<file path="src/slurm_params.svh">
// Build constants for the slurm16 core. The opcode class sits in bits 15..12,
// except I/O, which claims every word whose top three bits are set
`ifndef SLURM_PARAMS_SVH
`define SLURM_PARAMS_SVH

`define SLURM_WORD 16
`define SLURM_NREGS 16
`define SLURM_RIDX 4
`define SLURM_RESET_PC 16'h0000

// Top nibble classes
`define SLURM_CLS_PREFIX 4'h1
`define SLURM_CLS_ALU_RR 4'h2
`define SLURM_CLS_ALU_RI 4'h3
`define SLURM_CLS_BRANCH 4'h4

// Bits 15..13 only
`define SLURM_CLS_IO 3'b111

// Class 0 sub-opcodes in bits 11..8, everything else there is a nop
`define SLURM_SUB_INC 4'h2
`define SLURM_SUB_DEC 4'h3

`endif

</file>
<file path="src/slurm_pkg.sv">
// Types shared by the slurm16 pipeline stages
// Widths follow slurm_params.svh
`include "slurm_params.svh"

package slurm_pkg;

	typedef struct packed {
		logic [3:0] cls;
		logic [3:0] op;                 // ALU op, class 0 sub-opcode or branch condition
		logic [`SLURM_RIDX-1:0] dst;
		logic [`SLURM_RIDX-1:0] src;    // Doubles as imm_lo
	} alu_view_t;

	typedef struct packed {
		logic [2:0] cls;
		logic [`SLURM_RIDX-1:0] idx;    // Base register of the port address
		logic poke;                     // 1 = poke, 0 = peek
		logic [`SLURM_RIDX-1:0] dst;
		logic [3:0] imm_lo;
	} io_view_t;

	typedef union packed {
		alu_view_t alu;
		io_view_t io;
	} instr_u;

	typedef enum logic [3:0] {
		ALU_MOV, ALU_ADD, ALU_SUB, ALU_AND, ALU_OR, ALU_XOR, ALU_SHL, ALU_SHR
	} alu_op_e;

	typedef enum logic [2:0] {
		COND_Z, COND_NZ, COND_S, COND_NS, COND_C, COND_NC, COND_ALWAYS, COND_NEVER
	} cond_e;

	typedef enum logic [2:0] {
		KIND_BUBBLE, KIND_ALU, KIND_INCDEC, KIND_BRANCH, KIND_PEEK, KIND_POKE
	} kind_e;

	typedef struct packed {
		logic z;
		logic s;
		logic c;
	} flags_t;

	typedef struct packed {
		logic valid;
		instr_u word;
	} fetch_t;

	typedef struct packed {
		logic valid;
		kind_e kind;
		alu_op_e alu_op;                // Add = inc, sub = dec for incdec entries
		logic [`SLURM_WORD-1:0] operand_a;
		logic [`SLURM_WORD-1:0] operand_b;
		logic [`SLURM_RIDX-1:0] dst;
		cond_e cond;
		logic [`SLURM_WORD-1:0] target;  // Branch target or port address
	} issue_t;

	typedef struct packed {
		logic we;
		logic [`SLURM_RIDX-1:0] addr;
		logic [`SLURM_WORD-1:0] data;
	} wb_t;

endpackage

</file>
<file path="src/slurm_alu.sv">
// Combinational ALU; shifts move a by b[3:0] places
// C is carry, borrow or the last bit shifted out, and zero otherwise
`include "slurm_params.svh"

module slurm_alu (
	input  slurm_pkg::alu_op_e op,
	input  logic [`SLURM_WORD-1:0] a,
	input  logic [`SLURM_WORD-1:0] b,
	output logic [`SLURM_WORD-1:0] result,
	output slurm_pkg::flags_t flags
);
	import slurm_pkg::*;

	logic carry;

	always_comb begin
		carry = 1'b0;
		result = b;
		case (op)
			ALU_ADD: {carry, result} = {1'b0, a} + {1'b0, b};
			ALU_SUB: {carry, result} = {1'b0, a} - {1'b0, b};   // Borrow wraps into bit 16
			ALU_AND: result = a & b;
			ALU_OR: result = a | b;
			ALU_XOR: result = a ^ b;
			ALU_SHL: {carry, result} = {1'b0, a} << b[3:0];
			ALU_SHR: {result, carry} = {a, 1'b0} >> b[3:0];
			default: result = b;   // Mov and unused codes
		endcase
	end

	assign flags.z = (result == '0);
	assign flags.s = result[`SLURM_WORD-1];
	assign flags.c = carry;

endmodule

</file>
<file path="src/slurm_regfile.sv">
// Sixteen general registers, cleared on reset
// Reads are combinational, so a write is seen by decode one cycle later
`include "slurm_params.svh"

module slurm_regfile (
	input  logic CLK,
	input  logic RSTb,
	input  logic [`SLURM_RIDX-1:0] rd_addr_a,
	input  logic [`SLURM_RIDX-1:0] rd_addr_b,
	output logic [`SLURM_WORD-1:0] rd_data_a,
	output logic [`SLURM_WORD-1:0] rd_data_b,
	input  slurm_pkg::wb_t wb
);

	logic [`SLURM_WORD-1:0] regs_r [`SLURM_NREGS];

	always_ff @(posedge CLK) begin
		if (!RSTb) begin
			for (int i = 0; i < `SLURM_NREGS; i++)
				regs_r[i] <= '0;
		end else if (wb.we) begin
			regs_r[wb.addr] <= wb.data;
		end
	end

	assign rd_data_a = regs_r[rd_addr_a];
	assign rd_data_b = regs_r[rd_addr_b];

endmodule

</file>
<file path="src/slurm_fetch.sv">
// Fetch with a single-word buffer; imem_valid stays low in the first cycle after reset
// A redirect drops the buffered word and any word returned in that cycle
`include "slurm_params.svh"

module slurm_fetch (
	input  logic CLK,
	input  logic RSTb,
	output logic imem_valid,
	output logic [`SLURM_WORD-1:0] imem_addr,
	input  logic imem_ready,
	input  slurm_pkg::instr_u imem_rdata,
	output slurm_pkg::fetch_t fetched,
	input  logic accept,
	input  logic redirect,
	input  logic [`SLURM_WORD-1:0] redirect_pc
);

	logic [`SLURM_WORD-1:0] pc_r;
	logic run_r;
	logic buf_valid_r;
	logic [`SLURM_WORD-1:0] buf_word_r;
	logic xfer;

	// Request whenever the buffer has room or is being emptied this cycle
	assign imem_valid = run_r && (!buf_valid_r || accept);
	assign imem_addr = pc_r;
	assign xfer = imem_valid && imem_ready;

	assign fetched.valid = buf_valid_r;
	assign fetched.word = buf_word_r;

	always_ff @(posedge CLK) begin
		if (!RSTb) begin
			run_r <= 1'b0;
			pc_r <= `SLURM_RESET_PC;
			buf_valid_r <= 1'b0;
		end else begin
			run_r <= 1'b1;
			if (redirect) begin
				pc_r <= redirect_pc;
				buf_valid_r <= 1'b0;    // Wrong-path word
			end else if (xfer) begin
				pc_r <= pc_r + 1'b1;
				buf_valid_r <= 1'b1;
			end else if (accept) begin
				buf_valid_r <= 1'b0;
			end
		end
	end

	always_ff @(posedge CLK) begin
		if (xfer)
			buf_word_r <= imem_rdata;
	end

	a_addr_stable: assert property (@(posedge CLK) disable iff (!RSTb)
		imem_valid && !imem_ready && !redirect |=> imem_addr == $past(imem_addr));

endmodule

</file>
<file path="src/slurm_decode.sv">
// Decode and issue; a source register still being written by the entry in execute
// stalls for one cycle, and the prefix only applies to the very next instruction
`include "slurm_params.svh"

module slurm_decode (
	input  logic CLK,
	input  logic RSTb,
	input  slurm_pkg::fetch_t fetched,
	output logic accept,
	output logic [`SLURM_RIDX-1:0] rd_addr_a,
	output logic [`SLURM_RIDX-1:0] rd_addr_b,
	input  logic [`SLURM_WORD-1:0] rd_data_a,
	input  logic [`SLURM_WORD-1:0] rd_data_b,
	input  logic flush,
	output slurm_pkg::issue_t issue
);
	import slurm_pkg::*;

	instr_u w;
	logic [`SLURM_WORD-5:0] prefix_r;
	logic [`SLURM_WORD-1:0] imm;
	logic is_prefix;
	logic use_a;
	logic use_b;
	logic pend_we;
	logic stall;
	issue_t dec;

	assign w = fetched.word;
	assign imm = {prefix_r, w.alu.src};

	always_comb begin
		dec = '0;
		dec.alu_op = alu_op_e'(w.alu.op);
		dec.cond = cond_e'(w.alu.op[2:0]);
		dec.dst = w.alu.dst;
		dec.operand_a = rd_data_a;
		dec.operand_b = rd_data_b;
		rd_addr_a = w.alu.dst;
		rd_addr_b = w.alu.src;
		use_a = 1'b0;
		use_b = 1'b0;
		is_prefix = 1'b0;
		if (w.io.cls == `SLURM_CLS_IO) begin
			rd_addr_b = w.io.idx;
			use_a = w.io.poke;           // Poke data comes from dst
			use_b = 1'b1;
			dec.kind = w.io.poke ? KIND_POKE : KIND_PEEK;
			dec.target = rd_data_b + imm;
		end else begin
			case (w.alu.cls)
				4'h0: if (w.alu.op == `SLURM_SUB_INC || w.alu.op == `SLURM_SUB_DEC) begin
					dec.kind = KIND_INCDEC;
					dec.dst = w.alu.src;
					dec.alu_op = (w.alu.op == `SLURM_SUB_DEC) ? ALU_SUB : ALU_ADD;
					use_b = 1'b1;
				end
				`SLURM_CLS_PREFIX: is_prefix = 1'b1;
				`SLURM_CLS_ALU_RR: begin
					dec.kind = KIND_ALU;
					use_a = 1'b1;
					use_b = 1'b1;
				end
				`SLURM_CLS_ALU_RI: begin
					dec.kind = KIND_ALU;
					dec.operand_b = imm;
					use_a = 1'b1;
				end
				`SLURM_CLS_BRANCH: begin
					dec.kind = KIND_BRANCH;
					dec.target = imm;         // Absolute only
				end
				default: ;                  // Nop and dropped classes
			endcase
		end
		dec.valid = (dec.kind != KIND_BUBBLE);
	end

	// Only alu, incdec and peek entries write a register
	assign pend_we = issue.valid &&
		(issue.kind == KIND_ALU || issue.kind == KIND_INCDEC || issue.kind == KIND_PEEK);
	assign stall = fetched.valid && pend_we &&
		((use_a && rd_addr_a == issue.dst) || (use_b && rd_addr_b == issue.dst));
	assign accept = fetched.valid && !stall;

	always_ff @(posedge CLK) begin
		if (!RSTb || flush) begin
			issue <= '0;
			prefix_r <= '0;
		end else if (accept) begin
			issue <= dec;
			prefix_r <= is_prefix ? w[`SLURM_WORD-5:0] : '0;
		end else begin
			issue <= '0;                    // Bubble on stall or empty buffer
		end
	end

	a_stall_bubble: assert property (@(posedge CLK) disable iff (!RSTb)
		stall |=> !issue.valid);

endmodule

</file>
<file path="src/slurm_execute.sv">
// Single-cycle execute; write-back, flags and port pulses all happen here
// Flags change only on alu entries and are seen by the next branch
`include "slurm_params.svh"

module slurm_execute (
	input  logic CLK,
	input  logic RSTb,
	input  slurm_pkg::issue_t issue,
	input  logic [`SLURM_WORD-1:0] port_in,
	output logic [`SLURM_WORD-1:0] port_addr,
	output logic [`SLURM_WORD-1:0] port_out,
	output logic port_rd,
	output logic port_wr,
	output slurm_pkg::wb_t wb,
	output logic flush,
	output logic [`SLURM_WORD-1:0] target
);
	import slurm_pkg::*;

	flags_t flags_r;
	flags_t alu_flags;
	logic [`SLURM_WORD-1:0] alu_result;
	logic [`SLURM_WORD-1:0] step;
	logic taken;

	slurm_alu u_alu (
		.op(issue.alu_op),
		.a(issue.operand_a),
		.b(issue.operand_b),
		.result(alu_result),
		.flags(alu_flags)
	);

	always_ff @(posedge CLK) begin
		if (!RSTb)
			flags_r <= '0;
		else if (issue.valid && issue.kind == KIND_ALU)
			flags_r <= alu_flags;
	end

	always_comb begin
		case (issue.cond)
			COND_Z: taken = flags_r.z;
			COND_NZ: taken = !flags_r.z;
			COND_S: taken = flags_r.s;
			COND_NS: taken = !flags_r.s;
			COND_C: taken = flags_r.c;
			COND_NC: taken = !flags_r.c;
			COND_ALWAYS: taken = 1'b1;
			default: taken = 1'b0;
		endcase
	end

	assign flush = issue.valid && issue.kind == KIND_BRANCH && taken;
	assign target = issue.target;

	assign port_addr = issue.target;
	assign port_out = issue.operand_a;
	assign port_wr = issue.valid && issue.kind == KIND_POKE;
	assign port_rd = issue.valid && issue.kind == KIND_PEEK;

	assign step = (issue.alu_op == ALU_SUB) ? issue.operand_b - 1'b1 : issue.operand_b + 1'b1;

	always_comb begin
		wb.we = 1'b0;
		wb.addr = issue.dst;
		wb.data = alu_result;
		if (issue.valid) begin
			case (issue.kind)
				KIND_ALU: wb.we = 1'b1;
				KIND_INCDEC: begin
					wb.we = 1'b1;
					wb.data = step;
				end
				KIND_PEEK: begin
					wb.we = 1'b1;
					wb.data = port_in;    // Sampled in the port_rd cycle
				end
				default: ;
			endcase
		end
	end

	a_port_excl: assert property (@(posedge CLK) disable iff (!RSTb)
		!(port_rd && port_wr));

endmodule

</file>
<file path="src/slurm_cpu.sv">
// slurm16 core top: fetch, decode/issue, execute and the register file
// Everything outside is reached through the instruction bus and the port bus
`include "slurm_params.svh"

module slurm_cpu (
	input  logic CLK,
	input  logic RSTb,
	output logic imem_valid,
	output logic [`SLURM_WORD-1:0] imem_addr,
	input  logic imem_ready,
	input  logic [`SLURM_WORD-1:0] imem_rdata,
	input  logic [`SLURM_WORD-1:0] port_in,
	output logic [`SLURM_WORD-1:0] port_addr,
	output logic [`SLURM_WORD-1:0] port_out,
	output logic port_rd,
	output logic port_wr
);
	import slurm_pkg::*;

	fetch_t fetched;
	issue_t issue;
	wb_t wb;
	logic accept;
	logic flush;
	logic [`SLURM_WORD-1:0] target;
	logic [`SLURM_RIDX-1:0] rd_addr_a;
	logic [`SLURM_RIDX-1:0] rd_addr_b;
	logic [`SLURM_WORD-1:0] rd_data_a;
	logic [`SLURM_WORD-1:0] rd_data_b;

	// A taken branch is the only redirect
	slurm_fetch u_fetch (
		.CLK(CLK),
		.RSTb(RSTb),
		.imem_valid(imem_valid),
		.imem_addr(imem_addr),
		.imem_ready(imem_ready),
		.imem_rdata(imem_rdata),
		.fetched(fetched),
		.accept(accept),
		.redirect(flush),
		.redirect_pc(target)
	);

	slurm_decode u_decode (
		.CLK(CLK),
		.RSTb(RSTb),
		.fetched(fetched),
		.accept(accept),
		.rd_addr_a(rd_addr_a),
		.rd_addr_b(rd_addr_b),
		.rd_data_a(rd_data_a),
		.rd_data_b(rd_data_b),
		.flush(flush),
		.issue(issue)
	);

	slurm_regfile u_regfile (
		.CLK(CLK),
		.RSTb(RSTb),
		.rd_addr_a(rd_addr_a),
		.rd_addr_b(rd_addr_b),
		.rd_data_a(rd_data_a),
		.rd_data_b(rd_data_b),
		.wb(wb)
	);

	slurm_execute u_execute (
		.CLK(CLK),
		.RSTb(RSTb),
		.issue(issue),
		.port_in(port_in),
		.port_addr(port_addr),
		.port_out(port_out),
		.port_rd(port_rd),
		.port_wr(port_wr),
		.wb(wb),
		.flush(flush),
		.target(target)
	);

endmodule

</file>
<file path="config.mk">
export PLATFORM = sky130hd
export DESIGN_NAME = slurm_cpu
export DESIGN_NICKNAME = d
export VERILOG_FILES = /design/src/slurm_pkg.sv /design/src/slurm_alu.sv /design/src/slurm_regfile.sv /design/src/slurm_fetch.sv /design/src/slurm_decode.sv /design/src/slurm_execute.sv /design/src/slurm_cpu.sv
export VERILOG_INCLUDE_DIRS = /design/src
export SDC_FILE = /design/constraint.sdc
export NUM_CORES = 1
export LEC_CHECK = 0
export BUFFER_PORTS_ARGS = -buffer_cell sky130_fd_sc_hd__buf_2
export CORE_MARGIN = 2
export CORE_UTILIZATION = 38
export CTS_CLUSTER_DIAMETER = 200
export DETAILED_ROUTE_END_ITERATION = 12
export PLACE_DENSITY_LB_ADDON = 0.15
export REMOVE_ABC_BUFFERS = 1
export SYNTH_ARGS = -nofsm -noshare
export SYNTH_HDL_FRONTEND = slang
export SYNTH_SLANG_ARGS = --single-unit
</file>
<file path="constraint.sdc">
create_clock -name CLK -period 6 [get_ports CLK]
set_input_delay 0.6 -clock CLK [delete_from_list [all_inputs] [get_ports CLK]]
set_output_delay 0.6 -clock CLK [all_outputs]
set_load 0.01 [all_outputs]
</file>
==> flow_summary.toml <==
[cts]
cts_sinks = 368
post-cts-setup-buffers = 0
clkTransAtPathRegs_ps = 60
postCtsHoldBufs = 0
clock_path_buffers = 3
clk_latency_ps = 570
cts_resized = 0
cts-buffers-inserted = 42
tritoncts = "built"
root_buffer = "clkbuf_16"
htree_levels = 2

[power_and_ir_drop]
p_sw_mw = 1.52
leakage_nw = 9.22
sequentialPowerShare = 0.479
switching_share = 0.255
irDropWorstVdd_mv = 0.189
p_comb_frac = 0.117
pwr-share-clk = 0.404
p_per_area_mw_per_mm2 = 230
intPower_mw = 4.45

[synth]
yosysWarnings = 0
synth_area_leaders = "edfxtp_1 35%, mux4_2 11%, dfxtp_1 8.1%, nor2_1 6.2%, ha_1 4.5%"
netlist_instances = 2299
synth-adder-area-share = 0.0479
yosysMostFrequentCell = "nor2_1"
ys_top_cells_by_count = "389 x nor2_1, 272 x edfxtp_1, 207 x nand2_1"
synth_cell_type_count = 90
synth_area_mm2 = 0.0236
synthArstFlopShare = 0
synth-simple-area-share = 0.160
seq_area_frac_synth = 0.428
ys_ff_latch = 368
synth_area_leader_cell = "edfxtp_1"
syn_avg_cell_area_um2 = 10.3
synth_compound_area_frac = 0.138
yosys.area_share.xor_xnor = 0.0156
synth_mux_area_frac = 0.159
synth-edff-count = 272
synth_top_family_by_area = "simple AND/OR/NAND/NOR gates"
synth_ff_type = "edfxtp_1"
synth_top_area_share = 0.346

[setup_path]
cp_max_fo = 69
critical_path_arrival_ps = 5790
reg2reg_depth = 17
crit_chain = "nand3_1 -> mux2_8 -> and2_1 -> a211oi_1 -> a311oi_1 -> nor3_1 -> a21oi_1 -> ha_1 -> nor2b_1 -> o21ai_0 -> a21boi_0 -> o41a_1 -> a41o_1 -> o41ai_1 -> o211ai_1 -> xnor2_1 -> a32o_1"
r2r_start = "u_fetch.buf_word_r[14]"
critical_path_class = "flop to flop"
r2r_end = "u_decode.issue[14]"
worst-path-buf-inv = 0
critPathTopFamily = "compound AO/OA/AOI/OAI gates"
max_stage_delay_ps = 600
cp_data_required_time_ps = 6440
critical_path.slowest_cell = "mux2_8"
rrSetupSlack_ps = 650
critPathCaptureType = "flop"
critPathLaunchType = "flop"

[timing]
rsz0062_at_grt = "no"
fmax_mhz = 187
setup_viol = 0
max_slew_margin = 0.255
tightest_slew_ps = 1110
period_needed_ps = 5350
final_hold_viol_count = 0
finalCritPeriodShare = 0.892
setup_ws_ps = 649
finClkSkew_ps = 21.9
drv_slew = 0

[cells_and_area]
syn_to_final_growth_pct = 10.3
final_area_mm2 = 0.0260
final_util = 0.422
final_cells = 3164
drive_gt1_frac = 0.161
antenna_cells = 0
final_nets = 2424

[floorplan]
die_x_um = 253
die-height_um = 253
die_area_mm2 = 0.0641
ioPinCount = 86
start_util = 0.383
rows = 91
core-area_mm2 = 0.0616

[routing]
vias_per_cell = 5.98
vias = 18900
drc = 0
drtPass1Iterations = 5
wl_per_cell_um = 26.1
first_iter_violations = 1874
postRouteAntennaNets = 0
drt-total-wl_um = 82400

[status]
outcome = "finished, final reports clean"

[global_routing]
grt_max_degree = 70
grt_pass1_vias = 18700
grt_pass1_wl_um = 124000
track_usage = 0.259
antenna_found_initial = 3
grt_overflow = 0

[worst_hold_path]
worstHoldStart = "imem_rdata[1]"
hold_end = "u_fetch.buf_word_r[1]"
hold_path.class = "input pin to flop"
hold_depth = 1

[placed_design]
place_ws_ps = 727
dp.cells = 3094
place_area_mm2 = 0.0248
io_buffers = 85
place_hpwl_um = 59200
gp_congestion = 0.941

[flow_run]
drv_cap = 0
[logic make-up after synthesis]
group                      after synthesis
buffers and inverters                  275
xor gates and xnor gates                42
DFF                                    368
AOI/OAI and AO/OA                      450
and+or+nand+nor                        847
muxes                                  229
adders and majority gates               88
[state kept, by name (all words and copies together) (netlist names)]
signal	cells
u_fetch.buf_valid_r	1
u_decode.issue	63
u_fetch.buf_word_r	16
u_fetch.run_r	1
u_execute.flags_r	3
u_decode.prefix_r	12
u_fetch.imem_addr	16
u_regfile.regs_r	256
[worst max-delay path by stage]
stage / startpoint / endpoint / slack [ps] / depth (start not counted)
after CTS: u_fetch.buf_word_r[14] / u_decode.issue[14] / 670 / 17
after floorplan: u_fetch.buf_word_r[14] / u_decode.issue[15] / -630 / 9
final: u_fetch.buf_word_r[14] / u_decode.issue[14] / 650 / 17
after global routing: u_fetch.buf_word_r[13] / u_decode.issue[14] / 310 / 17
after detailed placement: u_fetch.buf_word_r[14] / u_decode.issue[14] / 730 / 17
after global placement: u_fetch.buf_word_r[14] / u_decode.issue[14] / 780 / 17
[cells in the final DEF (no fill, tap or decap), drive strengths merged, types with 17 or more instances in the layout]
cell type	count
a211oi	65
a21oi	111
a22oi	18
a311oi	39
and2	41
buf	163
clkbuf	52
dfxtp	96
edfxtp	272
ha	84
inv	69
mux2	17
mux2i	98
mux4	114
nand2	208
nand2b	19
nand3	43
nor2	389
nor2b	37
nor3	38
o21ai	45
xnor2	27
[power groups by stage]
stage               combinational [mW]  sequential [mW]  clock (mW)
floorplan                        0.425             2.91           0
global placement                 0.689             2.91           0
finish                           0.698             2.86        2.42
global route                     0.749             2.87        2.55
detailed placement               0.695             2.91           0
CTS                              0.697             2.86        2.45
[metal layers]
| metal | vias to the layer above | track usage | routed length (um) |
|---|---|---|---|
| met3 | 158 | 0.0309 | 4140 |
| li1 | 8513 | - | - |
| met1 | 9586 | 0.339 | 34800 |
| met5 | - | 0 | 0 |
| met2 | 654 | 0.441 | 40400 |
| met4 | 0 | 0.0925 | 3020 |
[per-stage QoR]
stage	hold WS, ps	total power [mW]	TNS, ps
3_3_place_gp	447	3.60	0
3_5_place_dp	459	3.61	0
6_report	216	5.97	0
4_1_cts	190	6.01	0
2_1_floorplan	437	3.33	-14690
5_1_grt	197	6.16	0
[final cells by class]
| class | count | area, um^2 |
|---|---|---|
| Clock buffer | 52 | 1110 |
| Clock inverter | 18 | 138 |
| Fill cell | 5951 | 35600 |
| Inverter | 70 | 263 |
| Multi-Input combinational cell | 1656 | 12400 |
| Sequential cell | 368 | 10100 |
| Tap cell | 837 | 1050 |
| Timing Repair Buffer | 163 | 1010 |
No activity file was read; power rests on OpenSTA's default activity.
